[src/pc_enc_settings.svh]
// polar encoder sizes, tag width and information position mask
`ifndef PC_ENC_SETTINGS_SVH
`define PC_ENC_SETTINGS_SVH

// ----------------------------
// code geometry
// ----------------------------

// log2 of code length, also the number of kernel stages
`define PC_ADDR_W 4
// code length in bits
`define PC_N (1 << `PC_ADDR_W)
// information bits per frame
`define PC_K 8

// ----------------------------
// frame attributes
// ----------------------------

`define PC_TAG_W 4
// set bit marks an information position, exactly PC_K bits set
// remaining positions are frozen to zero
`define PC_INFO_MASK 16'hFE80

`endif

[src/pc_enc_code_pkg.sv]
// code-side types: frame vector, frame tag, buffer address, tagged frame
`include "pc_enc_settings.svh"

package pc_enc_code_pkg;

  // ----------------------------
  // scalar types
  // ----------------------------

  // bit i is position i of u before the kernel and of x after it
  typedef logic [`PC_N-1:0] frame_t;

  // frame tag, travels with the frame through both buffers
  typedef logic [`PC_TAG_W-1:0] tag_t;

  // buffer word address, one code bit per word
  typedef logic [`PC_ADDR_W-1:0] addr_t;

  // ----------------------------
  // source to transform
  // ----------------------------

  // placed information vector plus its tag
  // frozen positions already zero here
  typedef struct packed {
    frame_t vec;
    tag_t   tag;
  } vec_frame_t;

endpackage

[src/pc_enc_strm_pkg.sv]
// stream-side structs: serial information input and coded frame output
package pc_enc_strm_pkg;

  import pc_enc_code_pkg::*;

  // ----------------------------
  // input bit stream
  // ----------------------------

  // one information bit per val beat
  // tag only meaningful on the sop beat
  typedef struct packed {
    logic sop;
    logic val;
    logic eop;
    logic dat;
    tag_t tag;
  } in_strm_t;

  // ----------------------------
  // output coded stream
  // ----------------------------

  // one code bit per val beat, N beats per frame
  // tag held for the whole frame
  typedef struct packed {
    logic sop;
    logic val;
    logic eop;
    logic dat;
    tag_t tag;
  } out_strm_t;

endpackage

[src/pc_enc_source.sv]
// polar encoder source: information bit placement and frame strobe
`include "pc_enc_settings.svh"

module pc_enc_source
  import pc_enc_code_pkg::*;
  import pc_enc_strm_pkg::*;
(
  input  logic       iclk,
  input  logic       ireset,
  input  logic       iclkena,
  input  in_strm_t   istrm,
  input  logic       itaken,
  output logic       ordy,
  output logic       ostrb,
  output vec_frame_t oframe
);

  localparam frame_t INFO_MASK = `PC_INFO_MASK;

  // ----------------------------
  // information position walk
  // ----------------------------

  // lowest set position of the mask
  function automatic addr_t first_info_pos();
    addr_t r;
    r = '0;
    for (int i = `PC_N - 1; i >= 0; i--) begin
      if (INFO_MASK[i]) begin
        r = addr_t'(i);
      end
    end
    return r;
  endfunction

  // next set position above p, p itself if there is none
  function automatic addr_t next_info_pos(addr_t p);
    addr_t r;
    r = p;
    for (int i = `PC_N - 1; i >= 0; i--) begin
      if ((i > int'(p)) && INFO_MASK[i]) begin
        r = addr_t'(i);
      end
    end
    return r;
  endfunction

  localparam addr_t FIRST_POS = first_info_pos();

  logic       pend;
  logic       pend_nxt;
  logic       take;
  addr_t      pos;
  addr_t      cur_pos;
  vec_frame_t frm;

  // beats are dropped while a finished frame waits for the transform
  assign take     = istrm.val & ~pend;
  // sop restarts the walk at the first information position
  assign cur_pos  = istrm.sop ? FIRST_POS : pos;
  assign pend_nxt = pend ? ~itaken : (take & istrm.eop);

  // ----------------------------
  // control
  // ----------------------------

  always_ff @(posedge iclk or posedge ireset) begin
    if (ireset) begin
      pend  <= 1'b0;
      ordy  <= 1'b0;
      ostrb <= 1'b0;
      pos   <= FIRST_POS;
    end else if (iclkena) begin
      pend  <= pend_nxt;
      ordy  <= ~pend_nxt;
      // strobe one tick after the eop beat
      ostrb <= take & istrm.eop;
      if (take) begin
        pos <= next_info_pos(cur_pos);
      end
    end
  end

  // frame vector and tag, frozen bits cleared on sop
  always_ff @(posedge iclk) begin
    if (iclkena && take) begin
      if (istrm.sop) begin
        frm.vec <= '0;
        frm.tag <= istrm.tag;
      end
      frm.vec[cur_pos] <= istrm.dat;
    end
  end

  // held stable until taken, no new frame starts while pending
  assign oframe = frm;

endmodule

[src/pc_enc_transform.sv]
// polar encoder transform: staged kernel and serial write into the buffer
`include "pc_enc_settings.svh"

module pc_enc_transform
  import pc_enc_code_pkg::*;
(
  input  logic       iclk,
  input  logic       ireset,
  input  logic       iclkena,
  input  logic       istrb,
  input  vec_frame_t iframe,
  output logic       otaken,
  input  logic       owfree,
  output logic       owena,
  output addr_t      owaddr,
  output logic       owdat,
  output tag_t       owtag,
  output logic       owdone
);

  localparam int STAGE_W = (`PC_ADDR_W > 1) ? $clog2(`PC_ADDR_W) : 1;

  typedef enum logic [1:0] {T_IDLE, T_KERN, T_WRITE, T_DONE} state_t;

  // one butterfly stage, upper half of each pair folds into lower half
  function automatic frame_t kernel_stage(frame_t v, int s);
    frame_t r;
    r = v;
    for (int i = 0; i < `PC_N; i++) begin
      if (((i >> s) & 1) == 0) begin
        r[i] = v[i] ^ v[i + (1 << s)];
      end
    end
    return r;
  endfunction

  state_t             state;
  logic               pend;
  logic [STAGE_W-1:0] stage;
  addr_t              cnt;
  frame_t             vec;
  tag_t               tag;

  // ----------------------------
  // control FSM
  // ----------------------------

  always_ff @(posedge iclk or posedge ireset) begin
    if (ireset) begin
      state  <= T_IDLE;
      pend   <= 1'b0;
      otaken <= 1'b0;
      stage  <= '0;
      cnt    <= '0;
    end else if (iclkena) begin
      otaken <= 1'b0;
      // remember a strobe that came while busy
      if (istrb) begin
        pend <= 1'b1;
      end
      case (state)
        T_IDLE: begin
          if (istrb || pend) begin
            state  <= T_KERN;
            pend   <= 1'b0;
            otaken <= 1'b1;
            stage  <= '0;
          end
        end
        T_KERN: begin
          stage <= stage + 1'b1;
          if (stage == STAGE_W'(`PC_ADDR_W - 1)) begin
            state <= T_WRITE;
            cnt   <= '0;
          end
        end
        // stall at address 0 until a write bank frees up
        T_WRITE: begin
          if (owfree) begin
            cnt <= cnt + 1'b1;
            if (cnt == addr_t'(`PC_N - 1)) begin
              state <= T_DONE;
            end
          end
        end
        default: state <= T_IDLE;
      endcase
    end
  end

  // working vector, loaded on take and folded once per kernel tick
  always_ff @(posedge iclk) begin
    if (iclkena) begin
      if (state == T_IDLE && (istrb || pend)) begin
        vec <= iframe.vec;
        tag <= iframe.tag;
      end else if (state == T_KERN) begin
        vec <= kernel_stage(vec, int'(stage));
      end
    end
  end

  // ----------------------------
  // buffer write port
  // ----------------------------

  assign owena  = (state == T_WRITE) & owfree;
  assign owaddr = cnt;
  assign owdat  = vec[cnt];
  assign owtag  = tag;
  assign owdone = (state == T_DONE);

endmodule

[src/pc_enc_buffer.sv]
// polar encoder buffer: two-bank ping-pong memory with full flags
`include "pc_enc_settings.svh"

module pc_enc_buffer
  import pc_enc_code_pkg::*;
#(
  parameter type payload_t = logic
)
(
  input  logic     iclk,
  input  logic     ireset,
  input  logic     iclkena,
  input  logic     iwena,
  input  addr_t    iwaddr,
  input  payload_t iwdat,
  input  logic     iwdone,
  output logic     owfree,
  input  addr_t    iraddr,
  output payload_t ordat,
  output logic     ofull,
  input  logic     irempty
);

  // bank pointers and per-bank full flags
  typedef struct packed {
    logic       wbank;
    logic       rbank;
    logic [1:0] full;
  } bank_ctl_t;

  bank_ctl_t ctl;
  payload_t  mem [2][`PC_N];

  // ----------------------------
  // bank handshake
  // ----------------------------

  assign owfree = ~ctl.full[ctl.wbank];
  assign ofull  = ctl.full[ctl.rbank];

  // writer fills one bank while the reader drains the other
  always_ff @(posedge iclk or posedge ireset) begin
    if (ireset) begin
      ctl <= '0;
    end else if (iclkena) begin
      // write done marks the bank full and moves to the other one
      if (iwdone) begin
        ctl.full[ctl.wbank] <= 1'b1;
        ctl.wbank           <= ~ctl.wbank;
      end
      // last read frees the bank
      if (irempty) begin
        ctl.full[ctl.rbank] <= 1'b0;
        ctl.rbank           <= ~ctl.rbank;
      end
    end
  end

  // ----------------------------
  // memory
  // ----------------------------

  // registered read, first tick of the sink read latency
  always_ff @(posedge iclk) begin
    if (iclkena) begin
      if (iwena) begin
        mem[ctl.wbank][iwaddr] <= iwdat;
      end
      ordat <= mem[ctl.rbank][iraddr];
    end
  end

endmodule

[src/pc_enc_sink.sv]
// polar encoder sink: request driven bank read and coded frame output
`include "pc_enc_settings.svh"

module pc_enc_sink
  import pc_enc_code_pkg::*;
  import pc_enc_strm_pkg::*;
(
  input  logic      iclk,
  input  logic      ireset,
  input  logic      iclkena,
  input  logic      ifull,
  input  logic      irdat,
  input  tag_t      irtag,
  output logic      orempty,
  output addr_t     oraddr,
  input  logic      ireq,
  output logic      ofull,
  output out_strm_t ostrm
);

  typedef enum logic {S_IDLE, S_READ} state_t;

  state_t state;

  // read address plus last word flag
  struct packed {
    logic  done;
    addr_t val;
  } cnt;

  logic [1:0] val;
  logic [1:0] eop;
  // sop/full set pipeline
  logic [1:0] set_sf;
  logic       sop_hold;
  logic       start;
  logic       rd_req;
  logic       dat_q;
  tag_t       tag_q;

  // ----------------------------
  // control FSM
  // ----------------------------

  assign start   = (state == S_IDLE) & ifull;
  assign rd_req  = (state == S_READ) & ireq;
  // request that takes the last word frees the bank
  assign orempty = rd_req & cnt.done;

  always_ff @(posedge iclk or posedge ireset) begin
    if (ireset) begin
      state <= S_IDLE;
      cnt   <= '0;
    end else if (iclkena) begin
      case (state)
        S_IDLE: state <= ifull ? S_READ : S_IDLE;
        S_READ: state <= orempty ? S_IDLE : S_READ;
        default: state <= S_IDLE;
      endcase
      // address restarts from zero for every bank
      if (state == S_IDLE) begin
        cnt <= '0;
      end else if (ireq) begin
        cnt.val  <= cnt.val + 1'b1;
        cnt.done <= (cnt.val == addr_t'(`PC_N - 2));
      end
    end
  end

  assign oraddr = cnt.val;

  // ----------------------------
  // two tick read latency
  // ----------------------------

  always_ff @(posedge iclk or posedge ireset) begin
    if (ireset) begin
      val      <= '0;
      eop      <= '0;
      set_sf   <= '0;
      ofull    <= 1'b0;
      sop_hold <= 1'b0;
    end else if (iclkena) begin
      val    <= {val[0], rd_req};
      eop    <= {eop[0], orempty};
      set_sf <= {set_sf[0], start};
      if (set_sf[1]) begin
        ofull <= 1'b1;
      end else if (orempty) begin
        ofull <= 1'b0;
      end
      // armed for the first beat of the frame
      if (set_sf[1]) begin
        sop_hold <= 1'b1;
      end else if (val[1]) begin
        sop_hold <= 1'b0;
      end
    end
  end

  // second latency tick for data
  // the tag read is registered too, so the tag is taken one tick after start
  always_ff @(posedge iclk) begin
    if (iclkena) begin
      dat_q <= irdat;
      if (set_sf[0]) begin
        tag_q <= irtag;
      end
    end
  end

  always_comb begin
    ostrm.sop = sop_hold & val[1];
    ostrm.val = val[1];
    ostrm.eop = eop[1];
    ostrm.dat = dat_q;
    ostrm.tag = tag_q;
  end

endmodule

[src/pc_enc_top.sv]
// polar encoder top: source, transform, bit and tag buffers, sink
module pc_enc_top
  import pc_enc_code_pkg::*;
  import pc_enc_strm_pkg::*;
(
  input  logic      iclk,
  input  logic      ireset,
  input  logic      iclkena,
  input  in_strm_t  istrm,
  output logic      ordy,
  input  logic      ireq,
  output logic      ofull,
  output out_strm_t ostrm
);

  // ----------------------------
  // internal wires
  // ----------------------------

  // source to transform
  logic       frame_strb;
  logic       taken;
  vec_frame_t frame;

  // transform to buffers
  logic       wfree;
  logic       wena;
  addr_t      waddr;
  logic       wdat;
  tag_t       wtag;
  logic       wdone;

  // buffers to sink
  logic       rfull;
  addr_t      raddr;
  logic       rdat;
  tag_t       rtag;
  logic       rempty;

  pc_enc_source u_source (
    .iclk   (iclk),
    .ireset (ireset),
    .iclkena(iclkena),
    .istrm  (istrm),
    .itaken (taken),
    .ordy   (ordy),
    .ostrb  (frame_strb),
    .oframe (frame)
  );

  pc_enc_transform u_transform (
    .iclk   (iclk),
    .ireset (ireset),
    .iclkena(iclkena),
    .istrb  (frame_strb),
    .iframe (frame),
    .otaken (taken),
    .owfree (wfree),
    .owena  (wena),
    .owaddr (waddr),
    .owdat  (wdat),
    .owtag  (wtag),
    .owdone (wdone)
  );

  // code bit banks, drive the bank handshake
  pc_enc_buffer #(.payload_t(logic)) u_bit_buf (
    .iclk(iclk), .ireset(ireset), .iclkena(iclkena),
    .iwena(wena), .iwaddr(waddr), .iwdat(wdat), .iwdone(wdone), .owfree(wfree),
    .iraddr(raddr), .ordat(rdat), .ofull(rfull), .irempty(rempty)
  );

  // tag banks move in lockstep, only word 0 is used
  pc_enc_buffer #(.payload_t(tag_t)) u_tag_buf (
    .iclk(iclk), .ireset(ireset), .iclkena(iclkena),
    .iwena(wena), .iwaddr('0), .iwdat(wtag), .iwdone(wdone), .owfree(),
    .iraddr('0), .ordat(rtag), .ofull(), .irempty(rempty)
  );

  pc_enc_sink u_sink (
    .iclk   (iclk),
    .ireset (ireset),
    .iclkena(iclkena),
    .ifull  (rfull),
    .irdat  (rdat),
    .irtag  (rtag),
    .orempty(rempty),
    .oraddr (raddr),
    .ireq   (ireq),
    .ofull  (ofull),
    .ostrm  (ostrm)
  );

endmodule

[config.mk]
export PLATFORM = sky130hd
export DESIGN_NAME = pc_enc_top
export DESIGN_NICKNAME = d
export VERILOG_FILES = /design/src/pc_enc_code_pkg.sv /design/src/pc_enc_strm_pkg.sv /design/src/pc_enc_source.sv /design/src/pc_enc_transform.sv /design/src/pc_enc_buffer.sv /design/src/pc_enc_sink.sv /design/src/pc_enc_top.sv
export VERILOG_INCLUDE_DIRS = /design/src
export SDC_FILE = /design/constraint.sdc
export NUM_CORES = 1
export LEC_CHECK = 0
export ABC_AREA = 1
export BUFFER_PORTS_ARGS = -buffer_cell sky130_fd_sc_hd__buf_2
export CAP_MARGIN = 5
export CORE_MARGIN = 10
export CORE_UTILIZATION = 56
export DETAILED_ROUTE_END_ITERATION = 16
export PLACE_DENSITY = 0.83
export SLEW_MARGIN = 20
export SYNTH_ARGS = -nofsm -noshare
export SYNTH_HDL_FRONTEND = slang
export SYNTH_SLANG_ARGS = --single-unit
export TNS_END_PERCENT = 5
[constraint.sdc]
create_clock -name iclk -period 2.1 [get_ports iclk]
set_input_delay 0.315 -clock iclk [delete_from_list [all_inputs] [get_ports iclk]]
set_output_delay 0.315 -clock iclk [all_outputs]
set_load 0.01 [all_outputs]
Word-level counts from Yosys, hierarchy flattened
Memories as Yosys holds them, arrays and structs flattened. A register that Yosys moved wholly into a read port is not among the register bits.
Cells that the tools add are included.
{ "totals": {"regBits": 83, "mem_bits_rw": 40, "inputBits": 12, "out_inout_bits": 10, "wordCells": 364, "memories": 2} }
{ "mem_list": {"columns": ["name", "words", "word_bits", "read_ports", "rd_ports_with_merged_regs", "write_ports", "line_no", "source"], "rows": [
  ["u_bit_buf.mem", 2, 16, 1, 0, 1, "pc_enc_buffer.sv:32", "payload_t mem [2][`PC_N];"],
  ["u_tag_buf.mem", 2, 4, 1, 1, 1, "pc_enc_buffer.sv:32", null]
]} }
{ "classes": {"n_addsub": 18, "order_cmp": 34, "eq_ne": 12, "n_shift": 17, "mux": 127, "bitwise_logic": 37, "n_reduce_logical": 73} }
{ "ops": {"columns": ["operator", "n"], "rows": [
  ["32-bit logical NOT", 16],
  ["32-bit by 6-bit less-than comparator with 1-bit output, second input constant", 16],
  ["5-bit by 32-bit adder with 32-bit output, first input constant", 8],
  ["4-bit by 32-bit adder with 32-bit output, first input constant", 4],
  ["1-bit two-way mux", 74],
  ["1-bit binary-select mux with 4-bit select", 18],
  ["3-bit by 32-bit adder with 32-bit output, first input constant", 2],
  ["3-bit AND reduction", 17],
  ["16-bit two-way mux", 3],
  ["4-bit two-way mux", 11],
  ["2-bit nonzero test", 21],
  ["20-bit two-way mux", 2],
  ["2-bit by 32-bit adder with 32-bit output, first input constant", 1],
  ["1-bit by 2-bit << shifter with 32-bit output, first input constant", 1],
  ["4-bit by 2-bit right shift with 1-bit output, first input constant", 8],
  ["4-bit greater-than comparator, first input constant", 7],
  ["2-bit AND reduction", 9],
  ["16-bit bitwise mux", 1],
  ["2-bit two-way mux", 8],
  ["1-bit XOR", 16],
  ["3-bit by 2-bit right shift with 1-bit output, first input constant", 4],
  ["5-bit >= comparator, second input constant", 2],
  ["4-bit by 5-bit less-than comparator with 1-bit output, second input constant", 2],
  ["5-bit two-way mux", 2],
  ["other kinds (31)", 65]
]} }

Longest topological paths before layout
{ "logic_depth": {"ltp_word": 10, "depth_mapped": 13, "ltp_nobuf": 12} }

Hierarchy
From an unflattened synthesis, not the netlist that was laid out.
{ "unflattened": {"cells_unflattened": 1368, "area_unflattened_um2": 12403.1} }
{ "by_module_without_submodules": {"columns": ["module", "instances", "cells_each", "area_per_inst_um2", "seq_area_each_um2"], "rows": [
  ["pc_enc_buffer (u_tag_buf)", 1, 527, 5763.0, 4063.9],
  ["pc_enc_transform", 1, 410, 2690.1, 850.8],
  ["pc_enc_buffer (u_bit_buf)", 1, 200, 1804.2, 1091.0],
  ["pc_enc_source", 1, 143, 1312.5, 779.5],
  ["pc_enc_sink", 1, 87, 829.5, 500.5],
  ["pc_enc_top", 1, 1, 3.8, 0.0]
]} }

Worst setup path after synthesis
OpenSTA, ideal clock, no wires.
{ "synth_path": {"path_kind": "flip-flop to flip-flop", "startpoint": "register u_transform.cnt[0] (netlist: u_transform.owaddr[0])", "endpoint": "memory u_bit_buf.mem[0][0] (netlist name), data pin", "setup_time_ns": 0.485, "arrival_ns": 1.532, "t_required_ns": 1.615, "path_slack_ns": 0.083, "stages_incl_launch_ff": 9, "path_buffers": 2, "period_less_slack_ns": 2.017, "cell_sequence": "dfrtp_1 -> buf_2 -> inv_1 -> buf_2 -> a21oi_1 -> o21ai_0 -> nand2_1 -> nand2_1 -> nand4_1"} }
{ "synth_between": {"elab_chain_cells": 2} }
{ "synth_rtl": {"columns": ["element", "line_no", "source"], "rows": [
  ["start: declaration", "pc_enc_transform.sv:40", "addr_t cnt;"],
  ["start signal: assignment", "pc_enc_transform.sv:80", "cnt <= cnt + 1'b1;"],
  ["1-bit binary-select mux with 4-bit select", "pc_enc_transform.sv:109", "assign owdat = vec[cnt];"],
  ["1-bit two-way mux (implied by the code)", "pc_enc_transform.sv:109", null],
  ["named net u_bit_buf.iwdat", "pc_enc_buffer.sv:15", "input payload_t iwdat,"],
  ["end: declaration", "pc_enc_buffer.sv:32", null]
]} }
The timed path passes the listed nets, and every way through them passes these cells. The select of a mux whose other input is x is not followed.

Worst setup path in the final report
{ "layout_path": {"startpoint": "register u_transform.stage[0]", "endpoint": "register u_transform.vec[8], data pin"} }
{ "layout_between": {"elab_chain_cells": 9} }
{ "layout_rtl": {"columns": ["element", "line_no", "source"], "rows": [
  ["start: declaration", "pc_enc_transform.sv:39", "logic [STAGE_W-1:0] stage;"],
  ["start signal: assignment", "pc_enc_transform.sv:71", "stage <= stage + 1'b1;"],
  ["1-bit by 2-bit << shifter with 32-bit output", "pc_enc_transform.sv:31", "r[i] = v[i] ^ v[i + (1 << s)];"],
  ["5-bit by 32-bit adder with 32-bit output", "pc_enc_transform.sv:31", null],
  ["1-bit binary-select mux with 4-bit select", "pc_enc_transform.sv:31", null],
  ["1-bit two-way mux (implied by the code) (2 in a row)", "pc_enc_transform.sv:31", null],
  ["1-bit XOR", "pc_enc_transform.sv:31", null],
  ["1-bit two-way mux", "pc_enc_transform.sv:30", "if (((i >> s) & 1) == 0) begin"],
  ["16-bit two-way mux", "pc_enc_transform.sv:97", "end else if (state == T_KERN) begin"],
  ["16-bit two-way mux", "pc_enc_transform.sv:94", "if (state == T_IDLE && (istrb || pend)) begin"],
  ["end signal: assignment", "pc_enc_transform.sv:95", "vec <= iframe.vec;"],
  ["end signal: assignment", "pc_enc_transform.sv:98", "vec <= kernel_stage(vec, int'(stage));"],
  ["end: declaration", "pc_enc_transform.sv:41", "frame_t vec;"]
]} }
No other way between the ends. The select of a mux whose other input is x is not followed.
A chain may end at the register's enable or synchronous reset.

==> results.sh <==
export IMPL_r2r_setup_slack_ps=120
export IMPL_coreArea_mm2=0.0121
export IMPL_wl_per_cell_um=15.7
export IMPL_cts_made_buffers=17
export IMPL_pwr_share_comb_pct=44.5
export IMPL_dpl_hpwl_um=11600
export IMPL_clock_latency_ps=420
export IMPL_clkTransAtPathRegs_ps=60
export IMPL_relSlewSlack_pct=60.4
export IMPL_antenna_found_initial=0
export IMPL_max_freq_mhz=505
export IMPL_fin_nets=882
export IMPL_fin_util_pct=65.2
export IMPL_synth_nets=843
export IMPL_setup_violations=0
export IMPL_slowest_delay_ps=430
export IMPL_cts_sinks=127
export IMPL_status="finished with violations"
export IMPL_start_kind="flip-flop"
export IMPL_drive_above_1_share_pct=12.6
export IMPL_timing_rr_start="u_transform.stage[0]"
export IMPL_via_per_inst=5.59
export IMPL_p_sw_mw=5.12
export IMPL_setup_worst_path_class="flip-flop to flip-flop"
export IMPL_grt_pass1_vias=5538
export IMPL_max_cap_violations=0
export IMPL_synth_edff_count=90
export IMPL_place_ws_ps=52.3
export IMPL_crit_chain="buf_4, ha_2, inv_2, buf_4, nand3_1, nand3_1, nand3_1, nand2_1, nand2_1, nand3_1, nand2_1"
export IMPL_reg2regPathDepth=11
export IMPL_cts_root_buf="clkbuf_16"
export IMPL_ys_seq_area_share_pct=52.5
export IMPL_dr_pass1_iters=5
export IMPL_r2r_end="u_transform.vec[8]"
export IMPL_drc=0
export IMPL_slew_viol_final=0
export IMPL_worst_pin_slew_ps=592
export IMPL_async_flop_share_pct=29.1
export IMPL_worst_path_max_fanout=8
export IMPL_io_buffers=21
export IMPL_syn_avg_cell_area_um2=8.51
export IMPL_clock_path_buffers=2
export IMPL_postCtsHoldBufs=0
export IMPL_place_congestion=0.973
export IMPL_ir_drop_mv=0.614
export IMPL_rows=40
export IMPL_crit_top_cell="nand3_1"
export IMPL_swShare_pct=41.6
export IMPL_n_fill_cell=958
export IMPL_finalSetupTns_ps=0
export IMPL_required_ps=2260
export IMPL_postRouteAntennaNets=0
export IMPL_cts_setup_buffers=0
export IMPL_crit_path_end_kind="flip-flop"
export IMPL_die_h_um=131
export IMPL_fin_crit_ps=1980
export IMPL_whs_ps=-1.18
export IMPL_die_area_mm2=0.0172
export IMPL_leakage_nw=3.42
export IMPL_drt_iter0_drc=596
export IMPL_syn_to_final_growth_pct=13.7
export IMPL_crit_arrival_ps=2140
export IMPL_synth_ff_type="edfxtp_1"
export IMPL_p_int_mw=7.20
export IMPL_h_tree_depth=4
export IMPL_overflow=0
export IMPL_fin_crit_sh_pct=94.2
export IMPL_antennaDiodeCount=0
export IMPL_grt_max_degree=38
export IMPL_io_pins=22
export IMPL_violations="negative hold slack"
export IMPL_cpLargestDelayFamily="simple AND/OR/NAND/NOR gates"
export IMPL_fin_ws_ps=121
export IMPL_fin_worst_skew_ps=11.0
export IMPL_worst_path_max_delay_cell="dfrtp_1"
export IMPL_synth_seq_cells=127
export IMPL_rsz0062_at_grt="no"
export IMPL_routed_wl_um=16200
export IMPL_vias=5776
export IMPL_synth_cells=813
export IMPL_synth_warning_count=0
export IMPL_cts_tree="yes"
export IMPL_grt_use_total_pct=19.2
export IMPL_grt_pass1_wl_um=27000
export IMPL_syn_area_mm2=0.00692
export IMPL_hold_path_class="input port to async pin"
export IMPL_clockPowerShare_pct=22.6
export IMPL_power_frac_seq_pct=32.9
export IMPL_die_w_um=131
export IMPL_hold_viol_final=4
export IMPL_initial_core_util_pct=57.4
export IMPL_ys_types=44
export IMPL_path_buf_inv=3
export IMPL_power_density_cell_area_mw_per_mm2=1570
## repair_timing
item                       4_1_cts  5_1_grt
hold endpoints to repair         0        0
setup endpoints to repair        0       12
resized for setup                0       12
## cells in the mapped netlist, types with 2 or more instances
cell type | instances | area share [%]
edfxtp_1 | 90 | 39
o22ai_1 | 10 | 0.90
ha_1 | 18 | 3.3
buf_6 | 3 | 0.49
mux2_2 | 4 | 0.65
mux2i_1 | 2 | 0.29
nand3_1 | 106 | 7.7
buf_4 | 5 | 0.54
dfrtp_1 | 34 | 12
xor2_1 | 6 | 0.76
buf_2 | 7 | 0.51
or2_1 | 2 | 0.18
a22oi_1 | 2 | 0.22
o21ai_1 | 3 | 0.22
nor2_1 | 86 | 4.7
nand3_2 | 3 | 0.43
inv_1 | 69 | 3.7
nor2_4 | 2 | 0.33
nand4_1 | 2 | 0.18
a21boi_0 | 3 | 0.33
inv_2 | 9 | 0.49
o2111ai_1 | 2 | 0.25
a21oi_1 | 39 | 2.8
nand2_2 | 3 | 0.27
xnor2_1 | 2 | 0.25
o21ai_0 | 52 | 3.8
nand2_1 | 220 | 12
dfstp_2 | 3 | 1.1
clkbuf_1 | 11 | 0.60
## sequential cells by signal, indices dropped and copies added (netlist names), 4 cells and up
name	flops
u_bit_buf.ctl	4
u_bit_buf.mem	32
u_sink.oraddr	4
u_sink.tag_q	4
u_source.oframe	20
u_source.pos	4
u_tag_buf.mem	8
u_tag_buf.ordat	4
u_transform.owaddr	4
u_transform.owtag	4
u_transform.vec	16
## final cells by class
cell class / count / area, um^2 / share of cell area [%]
multi-input cells: 578 / 2840 / 36.1
repair buffers: 49 / 319 / 4.06
clock inverters: 10 / 115 / 1.46
well taps: 168 / 210 / 2.67
inverters: 79 / 307 / 3.90
clock buffers: 22 / 444 / 5.65
flip-flops and latches: 127 / 3630 / 46.2
## worst min-delay path, stage by stage
cell and delay, ps:
buf_2 90, inv_1 40, buf_4 400
## power by group through the flow
| stage | Combinational [mW] | Sequential, mW | Clock (mW) |
|---|---|---|---|
| 5_1_grt | 6.25 | 4.09 | 2.94 |
| 3_3_place_gp | 5.15 | 4.05 | 0 |
| 2_1_floorplan | 4.10 | 3.95 | 0 |
| 3_5_place_dp | 5.27 | 4.07 | 0 |
| 4_1_cts | 5.32 | 4.02 | 2.82 |
| 6_report | 5.48 | 4.05 | 2.79 |
## worst max path at each step
stage,end,cells after the start,from
after floorplan,u_bit_buf.mem[0][0],8,u_transform.owaddr[0]
after global placement,u_transform.vec[7],10,u_transform.stage[0]
after detailed placement,u_transform.vec[9],12,u_transform.stage[0]
after CTS,u_transform.vec[9],12,u_transform.stage[0]
after global routing,u_transform.vec[12],9,u_transform.stage[0]
final,u_transform.vec[8],11,u_transform.stage[0]
## cells in the final DEF (no fill, tap or decap), types with 3 or more instances in the layout
cell        instances
o21ai_1             4
inv_1              67
a21boi_0            3
ha_1               16
dfrtp_1            34
clkbuf_16          17
clkinvlp_4          3
a21oi_1            39
nand2_1           220
nand3_1           105
xor2_1              6
nor2_1             86
mux2_2              4
clkbuf_1            5
dfstp_2             3
o22ai_1            10
nand3_2             4
o21ai_0            51
buf_4              27
edfxtp_1           90
inv_2              10
clkinv_2            3
buf_2              21
## metrics by stage
step | cells | power [mW] | instance area [um^2]
2_1_floorplan | 813 | 8.05 | 6920
3_3_place_gp | 1001 | 9.20 | 7270
3_5_place_dp | 1001 | 9.33 | 7270
4_1_cts | 1033 | 12.2 | 7830
5_1_grt | 1033 | 13.3 | 7870
6_report | 1033 | 12.3 | 7870
## layer usage
metal  wire length, um  GRT usage [%]  up-vias
li1                  -              -     2794
met1              6710           23.7     2650
met2              7610           30.2      287
met3              1460           5.03       45
met4               469           9.94        0
met5                 0              0        -
## kinds of logic after synthesis
kind of cell    share of synthesized area, %
compound gates                          9.24
xor+xnor                                1.01
fa+ha+maj                               3.26
buf+inv                                 6.91
flops                                   52.5
mux                                    0.940
simple gates                            26.1
(Power assumes the default switching activity.)
